### src/verilog/limiter_params.svh
// Stream limiter parameters
// Sample, bus address and clip counter widths
// Register bus base address and register offsets

`ifndef LIMITER_PARAMS_SVH
`define LIMITER_PARAMS_SVH

// Sample and limit width
`define LIM_DATA_WIDTH 32

// Register bus address width
`define LIM_ADDR_WIDTH 32

// Clip counter width
`define LIM_COUNT_WIDTH 16

// Register bus base address
`define LIM_BASE_ADDRESS 32'h43c0_0000

// Register offsets from the base address
`define LIM_REG_UPPER     32'h0000_0000
`define LIM_REG_LOWER     32'h0000_0004
`define LIM_REG_CLIP_HIGH 32'h0000_0008
`define LIM_REG_CLIP_LOW  32'h0000_000C

`endif

### src/verilog/limiter_pkg.sv
// Shared types of the stream limiter
// Sample, bus address, bus data and clip counter vectors
// Register bus state machine encoding

`include "limiter_params.svh"

package limiter_pkg;

    // One sample or one limit
    typedef logic [`LIM_DATA_WIDTH-1:0] sample_t;

    // Absolute register bus address
    typedef logic [`LIM_ADDR_WIDTH-1:0] bus_addr_t;

    // Register bus data word
    typedef logic [31:0] bus_data_t;

    // Saturating clip event counter
    typedef logic [`LIM_COUNT_WIDTH-1:0] clip_count_t;

    // Register bus handshake states
    typedef enum logic {
        IDLE,
        ACT
    } bus_state_t;

endpackage

### src/verilog/limiter_if.sv
// Interfaces of the stream limiter
// sample_stream_if: valid/ready sample stream with user and last
// reg_bus_if: write strobe/ready register bus with combinational read
// limit_cfg_if: limits towards the datapath, clip pulses back

`timescale 1ns/100ps

interface sample_stream_if;
    import limiter_pkg::*;

    sample_t data;
    logic    user;
    logic    last;
    logic    valid;
    logic    ready;

    modport source (output data, output user, output last, output valid, input ready);
    modport sink (input data, input user, input last, input valid, output ready);
endinterface

interface reg_bus_if;
    import limiter_pkg::*;

    bus_addr_t address;
    bus_data_t write_data;
    logic      write_strobe;
    bus_data_t read_data;
    logic      ready;

    modport master (output address, output write_data, output write_strobe,
                    input read_data, input ready);
    modport slave (input address, input write_data, input write_strobe,
                   output read_data, output ready);
endinterface

interface limit_cfg_if;
    import limiter_pkg::*;

    sample_t limit_upper;
    sample_t limit_lower;
    logic    clip_high;
    logic    clip_low;

    modport provider (output limit_upper, output limit_lower, input clip_high, input clip_low);
    modport consumer (input limit_upper, input limit_lower, output clip_high, output clip_low);
endinterface

### src/verilog/limiter_control.sv
// Register bus side of the stream limiter
// Two-state write handshake with latched offset and data
// Upper and lower limit registers
// Saturating clip counters, cleared by a write
// Combinational read multiplexer

`timescale 1ns/100ps
`include "limiter_params.svh"

module limiter_control (
    input  logic          clock,
    input  logic          reset,
    reg_bus_if.slave      bus,
    limit_cfg_if.provider cfg
);
    import limiter_pkg::*;

    bus_state_t  state;
    logic        act_done;
    bus_addr_t   latched_offset;
    bus_data_t   latched_data;
    sample_t     limit_upper;
    sample_t     limit_lower;
    clip_count_t clip_high_count;
    clip_count_t clip_low_count;
    bus_addr_t   read_offset;
    logic        write_accept;
    logic        commit;
    logic        clear_high;
    logic        clear_low;

    assign write_accept = bus.write_strobe && bus.ready && (state == IDLE);

    // Second ACT cycle applies the write
    assign commit = (state == ACT) && act_done;

    assign clear_high = commit && (latched_offset == `LIM_REG_CLIP_HIGH);
    assign clear_low  = commit && (latched_offset == `LIM_REG_CLIP_LOW);

    // Offset and data of an accepted write
    always_ff @(posedge clock) begin
        if (write_accept) begin
            latched_offset <= bus.address - bus_addr_t'(`LIM_BASE_ADDRESS);
            latched_data   <= bus.write_data;
        end
    end

    // Handshake state machine, ready low for two cycles per write
    always_ff @(posedge clock) begin
        if (!reset) begin
            state     <= IDLE;
            act_done  <= 1'b0;
            bus.ready <= 1'b1;
        end else begin
            case (state)
                IDLE: begin
                    act_done <= 1'b0;
                    if (write_accept) begin
                        state     <= ACT;
                        bus.ready <= 1'b0;
                    end
                end
                ACT: begin
                    if (act_done) begin
                        state     <= IDLE;
                        bus.ready <= 1'b1;
                    end else begin
                        act_done <= 1'b1;
                    end
                end
                default: begin
                    state     <= IDLE;
                    bus.ready <= 1'b1;
                end
            endcase
        end
    end

    // Limit registers, unknown offsets ignored
    always_ff @(posedge clock) begin
        if (!reset) begin
            limit_upper <= '1;
            limit_lower <= '0;
        end else if (commit) begin
            case (latched_offset)
                `LIM_REG_UPPER: limit_upper <= sample_t'(latched_data);
                `LIM_REG_LOWER: limit_lower <= sample_t'(latched_data);
                default: ;
            endcase
        end
    end

    // Clip counters saturate, a clear beats a pulse
    always_ff @(posedge clock) begin
        if (!reset) begin
            clip_high_count <= '0;
            clip_low_count  <= '0;
        end else begin
            if (clear_high) begin
                clip_high_count <= '0;
            end else if (cfg.clip_high && (clip_high_count != '1)) begin
                clip_high_count <= clip_high_count + 1'b1;
            end
            if (clear_low) begin
                clip_low_count <= '0;
            end else if (cfg.clip_low && (clip_low_count != '1)) begin
                clip_low_count <= clip_low_count + 1'b1;
            end
        end
    end

    assign cfg.limit_upper = limit_upper;
    assign cfg.limit_lower = limit_lower;

    // Read data follows the address
    assign read_offset = bus.address - bus_addr_t'(`LIM_BASE_ADDRESS);

    always_comb begin
        case (read_offset)
            `LIM_REG_UPPER:     bus.read_data = bus_data_t'(limit_upper);
            `LIM_REG_LOWER:     bus.read_data = bus_data_t'(limit_lower);
            `LIM_REG_CLIP_HIGH: bus.read_data = bus_data_t'(clip_high_count);
            `LIM_REG_CLIP_LOW:  bus.read_data = bus_data_t'(clip_low_count);
            default:            bus.read_data = '0;
        endcase
    end

endmodule

### src/verilog/limiter_datapath.sv
// Clamp stage of the stream limiter
// Upper limit checked first, then the lower one
// One-entry output register held under back-pressure
// Clip event pulses towards the counters

`timescale 1ns/100ps

module limiter_datapath (
    input  logic            clock,
    input  logic            reset,
    sample_stream_if.sink   in_stream,
    sample_stream_if.source out_stream,
    limit_cfg_if.consumer   cfg
);
    import limiter_pkg::*;

    logic    accept;
    logic    above;
    logic    below;
    sample_t clamped;

    // Refill when the output drains or is empty
    assign in_stream.ready = out_stream.ready || !out_stream.valid;
    assign accept = in_stream.valid && in_stream.ready;

    // Upper comparison takes precedence
    assign above = in_stream.data > cfg.limit_upper;
    assign below = !above && (in_stream.data < cfg.limit_lower);

    always_comb begin
        if (above) begin
            clamped = cfg.limit_upper;
        end else if (below) begin
            clamped = cfg.limit_lower;
        end else begin
            clamped = in_stream.data;
        end
    end

    // Output valid and clip pulses
    always_ff @(posedge clock) begin
        if (!reset) begin
            out_stream.valid <= 1'b0;
            cfg.clip_high    <= 1'b0;
            cfg.clip_low     <= 1'b0;
        end else begin
            cfg.clip_high <= accept && above;
            cfg.clip_low  <= accept && below;
            if (accept) begin
                out_stream.valid <= 1'b1;
            end else if (out_stream.ready) begin
                out_stream.valid <= 1'b0;
            end
        end
    end

    // Payload only moves on acceptance
    always_ff @(posedge clock) begin
        if (accept) begin
            out_stream.data <= clamped;
            out_stream.user <= in_stream.user;
            out_stream.last <= in_stream.last;
        end
    end

endmodule

### src/verilog/stream_limiter_top.sv
// Stream limiter top level
// Plain stream and register bus ports
// Interface instances between the control and datapath blocks

`timescale 1ns/100ps

module stream_limiter_top (
    input  logic                  clock,
    input  logic                  reset,

    // Input sample stream
    input  limiter_pkg::sample_t  in_data,
    input  logic                  in_user,
    input  logic                  in_last,
    input  logic                  in_valid,
    output logic                  in_ready,

    // Output sample stream
    output limiter_pkg::sample_t  out_data,
    output logic                  out_user,
    output logic                  out_last,
    output logic                  out_valid,
    input  logic                  out_ready,

    // Register bus
    input  limiter_pkg::bus_addr_t bus_address,
    input  limiter_pkg::bus_data_t bus_write_data,
    input  logic                   bus_write_strobe,
    output limiter_pkg::bus_data_t bus_read_data,
    output logic                   bus_ready
);

    sample_stream_if in_stream();
    sample_stream_if out_stream();
    reg_bus_if       bus();
    limit_cfg_if     cfg();

    assign in_stream.data  = in_data;
    assign in_stream.user  = in_user;
    assign in_stream.last  = in_last;
    assign in_stream.valid = in_valid;
    assign in_ready        = in_stream.ready;

    assign out_data         = out_stream.data;
    assign out_user         = out_stream.user;
    assign out_last         = out_stream.last;
    assign out_valid        = out_stream.valid;
    assign out_stream.ready = out_ready;

    assign bus.address      = bus_address;
    assign bus.write_data   = bus_write_data;
    assign bus.write_strobe = bus_write_strobe;
    assign bus_read_data    = bus.read_data;
    assign bus_ready        = bus.ready;

    // Limits and clip counters
    limiter_control control_i (
        .clock (clock),
        .reset (reset),
        .bus   (bus.slave),
        .cfg   (cfg.provider)
    );

    // Clamp stage
    limiter_datapath datapath_i (
        .clock      (clock),
        .reset      (reset),
        .in_stream  (in_stream.sink),
        .out_stream (out_stream.source),
        .cfg        (cfg.consumer)
    );

endmodule

### config.mk
export PLATFORM = sky130hd
export DESIGN_NAME = stream_limiter_top
export DESIGN_NICKNAME = d
export VERILOG_FILES = /design/src/verilog/limiter_pkg.sv /design/src/verilog/limiter_if.sv /design/src/verilog/limiter_control.sv /design/src/verilog/limiter_datapath.sv /design/src/verilog/stream_limiter_top.sv
export VERILOG_INCLUDE_DIRS = /design/src /design/src/verilog
export SDC_FILE = /design/constraint.sdc
export NUM_CORES = 1
export LEC_CHECK = 0
export BUFFER_PORTS_ARGS = -buffer_cell sky130_fd_sc_hd__buf_4
export CAP_MARGIN = 20
export CORE_ASPECT_RATIO = 1.75
export CORE_MARGIN = 10
export CORE_UTILIZATION = 51
export CTS_CLUSTER_SIZE = 20
export DETAILED_ROUTE_END_ITERATION = 7
export PLACE_DENSITY_LB_ADDON = 0.25
export SYNTH_ARGS = -nofsm -noshare
export SYNTH_HDL_FRONTEND = slang
export SYNTH_SLANG_ARGS = --single-unit
### constraint.sdc
create_clock -name clock -period 2.58 [get_ports clock]
set_input_delay 0.258 -clock clock [delete_from_list [all_inputs] [get_ports clock]]
set_output_delay 0.258 -clock clock [all_outputs]
set_load 0.02 [all_outputs]
; Word level (Yosys, flattened, before mapping)
; Cells that the tools add are included.
; W data, S select, Z words.
[totals]
regBits = 200
latchBits = 0
ram_bits = 0
rom_bits = 0
in_bits = 103
out_inout_bits = 69
wordCells = 66
mem_count = 0
[op_classes]
n_addsub = 3
n_mul = 0
div_mod_pow = 0
magnitude_cmp = 2
n_eq_ne = 10
n_shift = 0
n_mux = 12
n_bitwise = 2
reduce_logical = 22
[op_table]
columns = operator, count
row1 = $eq A32 B4 Y1 const B, 4
row2 = $pmux W32 S4, 1
row3 = $eq A32 B3 Y1 const B, 2
row4 = $logic_not A32 Y1, 2
row5 = $mux W32, 2
row6 = $add A16 B1 Y16 const B, 2
row7 = $gt A32 B32 Y1, 1
row8 = $lt A32 B32 Y1, 1
row9 = $ne A16 B16 Y1 const B, 2
row10 = $sub A32 B31 Y32 const B, 1
row11 = $logic_and A1 B1 Y1, 11
row12 = $mux W1, 6
row13 = $pmux W1 S2, 3
row14 = $reduce_and A2 Y1, 3
row15 = $reduce_or A2 Y1, 2
row16 = $logic_not A1 Y1, 2
row17 = $ne A2 B1 Y1 const B, 1
row18 = $ne A2 B2 Y1 const B, 1
row19 = $not A1 Y1, 2
row20 = $reduce_bool A2 Y1, 1
row21 = $logic_or A1 B1 Y1, 1

; Longest topological paths before layout
; Gate-level depths: netlist of the first run.
[logic_depth]
depth_word = 5
ltp_mapped = 10
mapped_depth_nobuf = 9

; Modules after synthesis
; From an unflattened synthesis of the first run, not the netlist that was laid out.
[hier_totals]
cells_unflattened = 1004
hier_area_um2 = 10840.4
[modules_own_cells]
columns = mod, n_inst, cells_per_inst, area_per_inst_um2, seq_area_each_um2
row1 = limiter_control, 1, 671, 7380.8, 3903.7
row2 = limiter_datapath, 1, 333, 3459.6, 1081.0

; Least setup slack after synthesis of the first run
; No wires, ideal clock.
[synth_path]
kind = register to register
startpoint = register control_i.limit_lower[18] (netlist: control_i.cfg.limit_lower[18])
endpoint = register datapath_i.out_stream.data[0] (data pin)
setup_time_ns = 0.260
t_arrival_ns = 2.368
required_time_ns = 2.320
setup_slack_ns = -0.047
path_stages_with_launch = 10
path_buffers = 0
period_less_slack_ns = 2.627
cell_sequence = dfxtp_1 > inv_1 > ha_1 > a21oi_1 > a21boi_0 > a2111oi_0 > o2111ai_1 > a21oi_2 > mux2_2 > mux2_2
[synth_via]
elab_chain_cells = 4
[synth_lines]
columns = element, line_no
row1 = start: declaration, limiter_control.sv:23  ; sample_t limit_lower;
row2 = start signal: assignment, limiter_control.sv:87  ; `LIM_REG_LOWER: limit_lower <= sample_t'(latched_data);
row3 = $lt A32 B32 Y1, limiter_datapath.sv:28  ; assign below = !above && (in_stream.data < cfg.limit_lower);
row4 = $logic_and A1 B1 Y1, limiter_datapath.sv:28
row5 = $mux W32, limiter_datapath.sv:33  ; end else if (below) begin
row6 = $mux W32, limiter_datapath.sv:31  ; if (above) begin
row7 = named net datapath_i.clamped[0], limiter_datapath.sv:20  ; sample_t clamped;
row8 = end signal: assignment, limiter_datapath.sv:60  ; out_stream.data <= clamped;
row9 = end: declaration, limiter_if.sv:17  ; modport source (output data, output user, output last, output valid, input ready);
; The timed path passes the listed nets, and every way through them passes these cells.
; A chain may end at the register's enable or synchronous reset.

; Worst setup path after layout of the first run
[layout_path]
startpoint = register control_i.limit_lower[31] (netlist: control_i.cfg.limit_lower[31])
endpoint = register datapath_i.out_stream.data[0] (data pin)
; The elaborated chain is that of the path after synthesis.

==> results of run 1 <==
==> timing repair <==
action                                  CTS  global route
cloned                                    0             3
setup buffers                             1             9
pin swaps                                 7            15
hold endpoints to repair                 53             0
hold buffers                             53             0
endpoints found under the setup margin   49            65
resized for setup                        25            62
==> routing by layer <==
metal | share of wire | global-route usage
met4 | 0.036 | 0.109
met2 | 0.55 | 0.416
met5 | 0 | 0
met1 | 0.36 | 0.228
met3 | 0.053 | 0.0465
==> final cells by class <==
class / count / area share
multi-input combinational: 622 / 0.359
tap: 245 / 0.0221
clock inverter: 15 / 0.0158
timing repair buffer: 316 / 0.192
sequential: 200 / 0.361
antenna: 1 / 0.000181
clock buffer: 17 / 0.0307
inverter: 69 / 0.0187
==> cell families (layout without fill, tap and decap cells) <==
| logic type | Yosys count | count (layout) | share of synthesized area |
|---|---|---|---|
| other | 0 | 1 | 0 |
| AO/OA/AOI/OAI | 132 | 132 | 0.0917 |
| buffers and inverters | 111 | 417 | 0.0471 |
| flip-flops | 200 | 200 | 0.492 |
| AND/OR/NAND/NOR | 287 | 287 | 0.137 |
| XOR/XNOR | 37 | 37 | 0.0320 |
| adder cells (fa/ha/maj) | 67 | 67 | 0.0828 |
| multiplexers | 99 | 99 | 0.118 |
==> layout by cell type (no fill, tap or decap), types with 7 or more instances in the layout <==
master,Yosys,routed
buf_4,0,243
nand2_1,116,116
edfxtp_1,98,98
dfxtp_1,102,91
mux2i_1,81,79
inv_1,69,69
ha_1,67,61
dlygate4sd3_1,0,53
nor2_1,60,52
o211ai_1,33,33
a21boi_0,34,33
xor2_1,30,30
nand4_1,23,23
nand3_1,22,22
clkbuf_16,0,20
mux4_2,16,16
nor2b_1,15,15
a21oi_1,16,14
a21o_1,14,14
buf_6,6,12
nor4_1,11,11
dfxtp_2,0,11
o21ai_0,12,9
xnor2_1,7,7
nor2_4,0,7
==> flip-flops by register name, summed over array words and instances (netlist names), 16 cells and up <==
register,cells
control_i.cfg.limit_lower,32
control_i.cfg.limit_upper,32
control_i.clip_high_count,16
control_i.clip_low_count,16
control_i.latched_data,32
control_i.latched_offset,32
datapath_i.out_stream.data,32
==> worst min-delay path by stage <==
stage	slack (ps)	endpoint	start
CTS	2	control_i.latched_offset[19]$_DFFE_PP_	bus_address[19]
detailed placement	440	control_i.latched_data[15]$_DFFE_PP_	bus_write_data[15]
global route	8	control_i.latched_offset[19]$_DFFE_PP_	bus_address[19]
floorplan	360	control_i.latched_data[0]$_DFFE_PP_	bus_write_data[0]
global placement	440	control_i.latched_data[11]$_DFFE_PP_	bus_write_data[11]
finish	20	control_i.latched_offset[19]$_DFFE_PP_	bus_address[19]
==> worst register-to-register path, delay by kind of cell (launching register included) <==
family	cells	cell delay [ps]
AND/OR/NAND/NOR	2	350
flip-flops	1	350
adder cells (fa/ha/maj)	1	300
AO/OA/AOI/OAI	3	620
multiplexers	2	540
buffers and inverters	2	190
==> where the power goes <==
group / internal, mW / switching, mW
Combinational: 0.394 / 0.398
Sequential: 3.48 / 0.0577
Clock: 1.72 / 1.21
Total: 5.60 / 1.67
==> per-stage QoR <==
stage,std cells,util,hold slack (ps)
2_1_floorplan,933,-,357
3_3_place_gp,1387,0.618,437
3_5_place_dp,1387,0.618,438
4_1_cts,1473,0.683,1.55
5_1_grt,1484,0.704,8.16
6_report,1485,0.705,22.7
==> results.toml, run 1 <==
[clock_tree]
cts.path.max_buffers = 2
htreeDepth = 4
cts_num_sinks = 200
tritoncts = "yes"
numCtsBuffers = 17
clk_pin_slew_ps = 70
cts_root_buf = "clkbuf_16"
insertion_delay_ps = 440

[floorplanning]
die_w_um = 127
core_area_um2 = 19700
num_rows = 68
start_util = 0.515
die_area_um2 = 26100
io_pins = 172
dieHeight_um = 206

[worst_setup_path]
slowest_delay_ps = 350
r2r_slack_ps = -10
crit_end = "datapath_i.out_stream.data[0]$_DFFE_PP_"
worstSetupEndpointType = "flip-flop"
r2r_end = "datapath_i.out_stream.data[0]$_DFFE_PP_"
required_ps = 2780
path_depth = 10
cp_max_fo = 3
crit_arrival_ps = 2790
worstSetupStartpoint = "control_i.cfg.limit_lower[31]$_SDFFE_PN0P_"
crit_family = "compound AO/OA/AOI/OAI gates"
worst-path-buf-inv = 2
reg2reg_from = "control_i.cfg.limit_lower[31]$_SDFFE_PN0P_"
crit_chain = "inv_1 -> ha_1 -> nand4_1 -> nor2_1 -> a221oi_2 -> o21ai_2 -> a21oi_4 -> buf_4 -> mux2_4 -> mux2_2"
slowest_stage = "dfxtp_2"
start_kind = "flip-flop"
reg2reg_depth = 10
path_class = "flip-flop to flip-flop"

[timing]
slew_headroom = 0.347
skew_ps = 9.33
fmax_mhz = 386
finalCritPeriodShare = 1.01
setup_viol = 1
finalWorstSetupSlack_ps = -13.1
timing.final.crit_period_ps = 2590
tns_ps = -13.1
worstMarginPinSlew_ps = 979
slew_viol_final = 0
finalHoldViolations = 0

[route]
drtIter0Drc = 472
ant_nets = 0
detail_route.wl_per_cell_um = 20.2
first_pass_iters = 5
drc = 0
drt-vias-per-instance = 5.54
routed_wirelength_mm = 29.9
via_count = 8232

[hold_path]
hp-class = "input pin to flip-flop"
hold_depth = 1

[synth]
syn-num-nets = 1103
synth_area_per_cell_um2 = 10.9
yosysWarnings = 0
synth_commonest_cells = "nand2_1, dfxtp_1, edfxtp_1, mux2i_1, inv_1"
synth_seq_cells = 200
netlist-cell-type-count = 53
netlist_area_um2 = 10100
synth_most_common_cell = "nand2_1"
synth_top_area_frac = 0.291
yosys-top-cells-area = "edfxtp_1, dfxtp_1, ha_1"
synth-seq-area-share = 0.492
synth-main-ff-cell = "dfxtp_1"
synthArstFlopShare = 0
synth_edf_count = 98
yosys.area.top_type = "edfxtp_1"
synth_cells = 933

[power_and_ir_drop]
cellLeakagePower_nw = 5.76
power_density_nw_per_um2 = 525
vdd.ir_drop.worst_uv = 607
power_mw = 7.26

[placement]
pre_cts_ws_ps = -250
place_congestion = 0.892
io_buffers = 171
dp_hpwl_mm = 21.8
place_area_um2 = 12100

[layout]
fillers = 1419
area_delta_synth_final_pct = 36.7
multiInputGateArea_um2 = 4980
seqCellArea_um2 = 5000
drive_gt1_frac = 0.301
postLayoutCellArea_um2 = 13800
nNetsFinal = 1396

[global_route]
grt_max_degree = 58
grt_usage = 0.223
antenna_found_initial = 0
grt_pass1_vias = 8736
grt_pass1_wl_mm = 45.8
grt-ovfl-total = 0

[status]
failed_checks = "setup timing"
status = "finished, violations left"

[flow_run]
maxCapViolations = 0
Power figures use the tool's default switching activity.
==> inputs of run 2 (changes only) <==
--- a/config.mk
+++ b/config.mk
@@ -10,7 +10,7 @@
 export CAP_MARGIN = 20
 export CORE_ASPECT_RATIO = 1.75
 export CORE_MARGIN = 10
-export CORE_UTILIZATION = 51
+export CORE_UTILIZATION = 30
 export CTS_CLUSTER_SIZE = 20
 export DETAILED_ROUTE_END_ITERATION = 7
 export PLACE_DENSITY_LB_ADDON = 0.25
==> constraint.sdc (replaced) <==
create_clock -name clock -period 2.5 [get_ports clock]
set_input_delay 0.25 -clock clock [delete_from_list [all_inputs] [get_ports clock]]
set_output_delay 0.25 -clock clock [all_outputs]
set_load 0.02 [all_outputs]
==> run 2 against run 1 <==
Net effect:
- the flow still finishes with violations (setup timing)
- count of clock-buffer cells in the layout stayed put
- sequential cell count unchanged
- setup slack worse by 13 ps
- cell area up 8.4%
- cell count up 18%
- register-to-register slack about the same
- die area increased by 60%
==> results.toml, run 2 (synthesis gave the netlist of run 1 again) <==
[status]
status = "finished, violations left"
failed_checks = "setup timing"

[worst_setup_path]
worstSetupStartpoint = "control_i.cfg.limit_lower[18]$_SDFFE_PN0P_"
reg2reg_from = "control_i.cfg.limit_lower[18]$_SDFFE_PN0P_"
r2r_end = "datapath_i.out_stream.data[0]$_DFFE_PP_"
path_class = "flip-flop to flip-flop"
crit_arrival_ps = 2740
start_kind = "flip-flop"
required_ps = 2710
worstSetupEndpointType = "flip-flop"
cp_max_fo = 5
r2r_slack_ps = -30
reg2reg_depth = 9

[timing]
rsz0062_at_grt = "true"
fmax_mhz = 396
finalCritPeriodShare = 1.01
skew_ps = 8.71
timing.final.crit_period_ps = 2530
worstMarginPinSlew_ps = 641
setup_viol = 12
holdWs_ps = 46.4
slew_headroom = 0.573
finalHoldViolations = 0
slew_viol_final = 0
finalWorstSetupSlack_ps = -26.5

[floorplanning]
io_pins = 172
core_area_um2 = 33500
start_util = 0.302
die_w_um = 159
dieHeight_um = 263
num_rows = 89
die_area_um2 = 41800

[route]
drtIter0Drc = 382
first_pass_iters = 4
drc = 0
ant_nets = 0
drt-vias-per-instance = 4.75
detail_route.wl_per_cell_um = 19.6
routed_wirelength_mm = 34.4
via_count = 8320

[layout]
final_core_util = 0.448
multiInputGateArea_um2 = 5310
drive_gt1_frac = 0.378
final_common_cell = "buf_4"
final_cells = 1752
seqCellArea_um2 = 5010
final_cell_mix = "buf_4, nand2_1, edfxtp_1, dfxtp_1, mux2i_1"
fillers = 3153
nNetsFinal = 1452
area_delta_synth_final_pct = 48.2

[hold_path]
hp-class = "input pin to flip-flop"
hold_depth = 3
hold_end = "datapath_i.out_stream.valid$_SDFFE_PN0P_"
min-delay-start = "in_valid"

[clock_tree]
clk_pin_slew_ps = 80
cts.path.max_buffers = 2
numCtsBuffers = 17
cts_num_sinks = 200
cts_root_buf = "clkbuf_16"
tritoncts = "yes"
htreeDepth = 4
insertion_delay_ps = 460

[placement]
dpl.cell_count = 1658
place_congestion = 0.844
dp_hpwl_mm = 25.2
io_buffers = 171

[global_route]
grt_pass1_vias = 8936
grt-ovfl-total = 0
antenna_found_initial = 2
grt_pass1_wl_mm = 51.4
grt_max_degree = 58
grt_usage = 0.160

[power_and_ir_drop]
power_density_nw_per_um2 = 498
vdd.ir_drop.worst_uv = 372
cellLeakagePower_nw = 6.10

[flow_run]
maxCapViolations = 0
run 2: cell type report:
class	count	share of cell area
clock buffers	17	0.0283
inverters	69	0.0173
well taps	455	0.0379
flip-flops and latches	200	0.334
repair buffers	372	0.214
multi-input cells	622	0.354
clock inverters	15	0.0142
diodes	2	0.000333
run 2: worst max path at each step:
| stage | endpoint | slack [ps] | cells past startpoint |
|---|---|---|---|
| finish | datapath_i.out_stream.data[0]$_DFFE_PP_ | -30 | 9 |
| global placement | datapath_i.out_stream.data[24]$_DFFE_PP_ | -310 | 10 |
| floorplan | datapath_i.out_stream.data[0]$_DFFE_PP_ | -10 | 9 |
| global route | datapath_i.out_stream.data[0]$_DFFE_PP_ | -120 | 10 |
| detailed placement | datapath_i.out_stream.data[21]$_DFFE_PP_ | -320 | 10 |
| CTS | datapath_i.out_stream.data[0]$_DFFE_PP_ | -50 | 9 |
run 2: power by group:
group	switching (mW)	internal, mW	total (mW)
sequential	0.0626	3.59	3.65
clock	1.54	1.40	2.94
combinational	0.445	0.449	0.894
total	2.04	5.43	7.48
run 2: routing by layer:
| layer | GRT usage | wire length (um) | vias up |
|---|---|---|---|
| met4 | 0.0646 | 899 | 0 |
| met3 | 0.0325 | 1240 | 45 |
| li1 | - | - | 4038 |
| met2 | 0.308 | 19600 | 173 |
| met5 | 0 | 0 | - |
| met1 | 0.162 | 12600 | 4064 |
run 2: per-stage QoR:
step,setup TNS (ps),setup slack [ps],power (mW),cell area (um2)
after detailed placement,-11690,-322,4.48,12900
after CTS,-393,-53.4,7.54,14600
after floorplan,-12.6,-12.6,4.06,10200
after global placement,-10890,-308,4.47,12900
final,-170,-26.5,7.48,15000
after global routing,-3920,-123,7.78,15000
run 2: repair_timing:
action                                 4_1_cts  5_1_grt
pin swaps                                   24       30
endpoints found under the hold margin       54        0
setup endpoints to repair                   61       60
buffers inserted                             4        2
hold buffers                                54        0
cloned                                       0        2
resized for setup                          111       81
run 2: critical path, cell delays in order, from the launching register on:
cell	delay, ps
dfxtp_2	350
inv_2	40
ha_4	230
a21oi_4	140
a21boi_4	80
a2111oi_4	350
o2111ai_2	190
a21oi_4	310
mux2_4	330
mux2_4	260
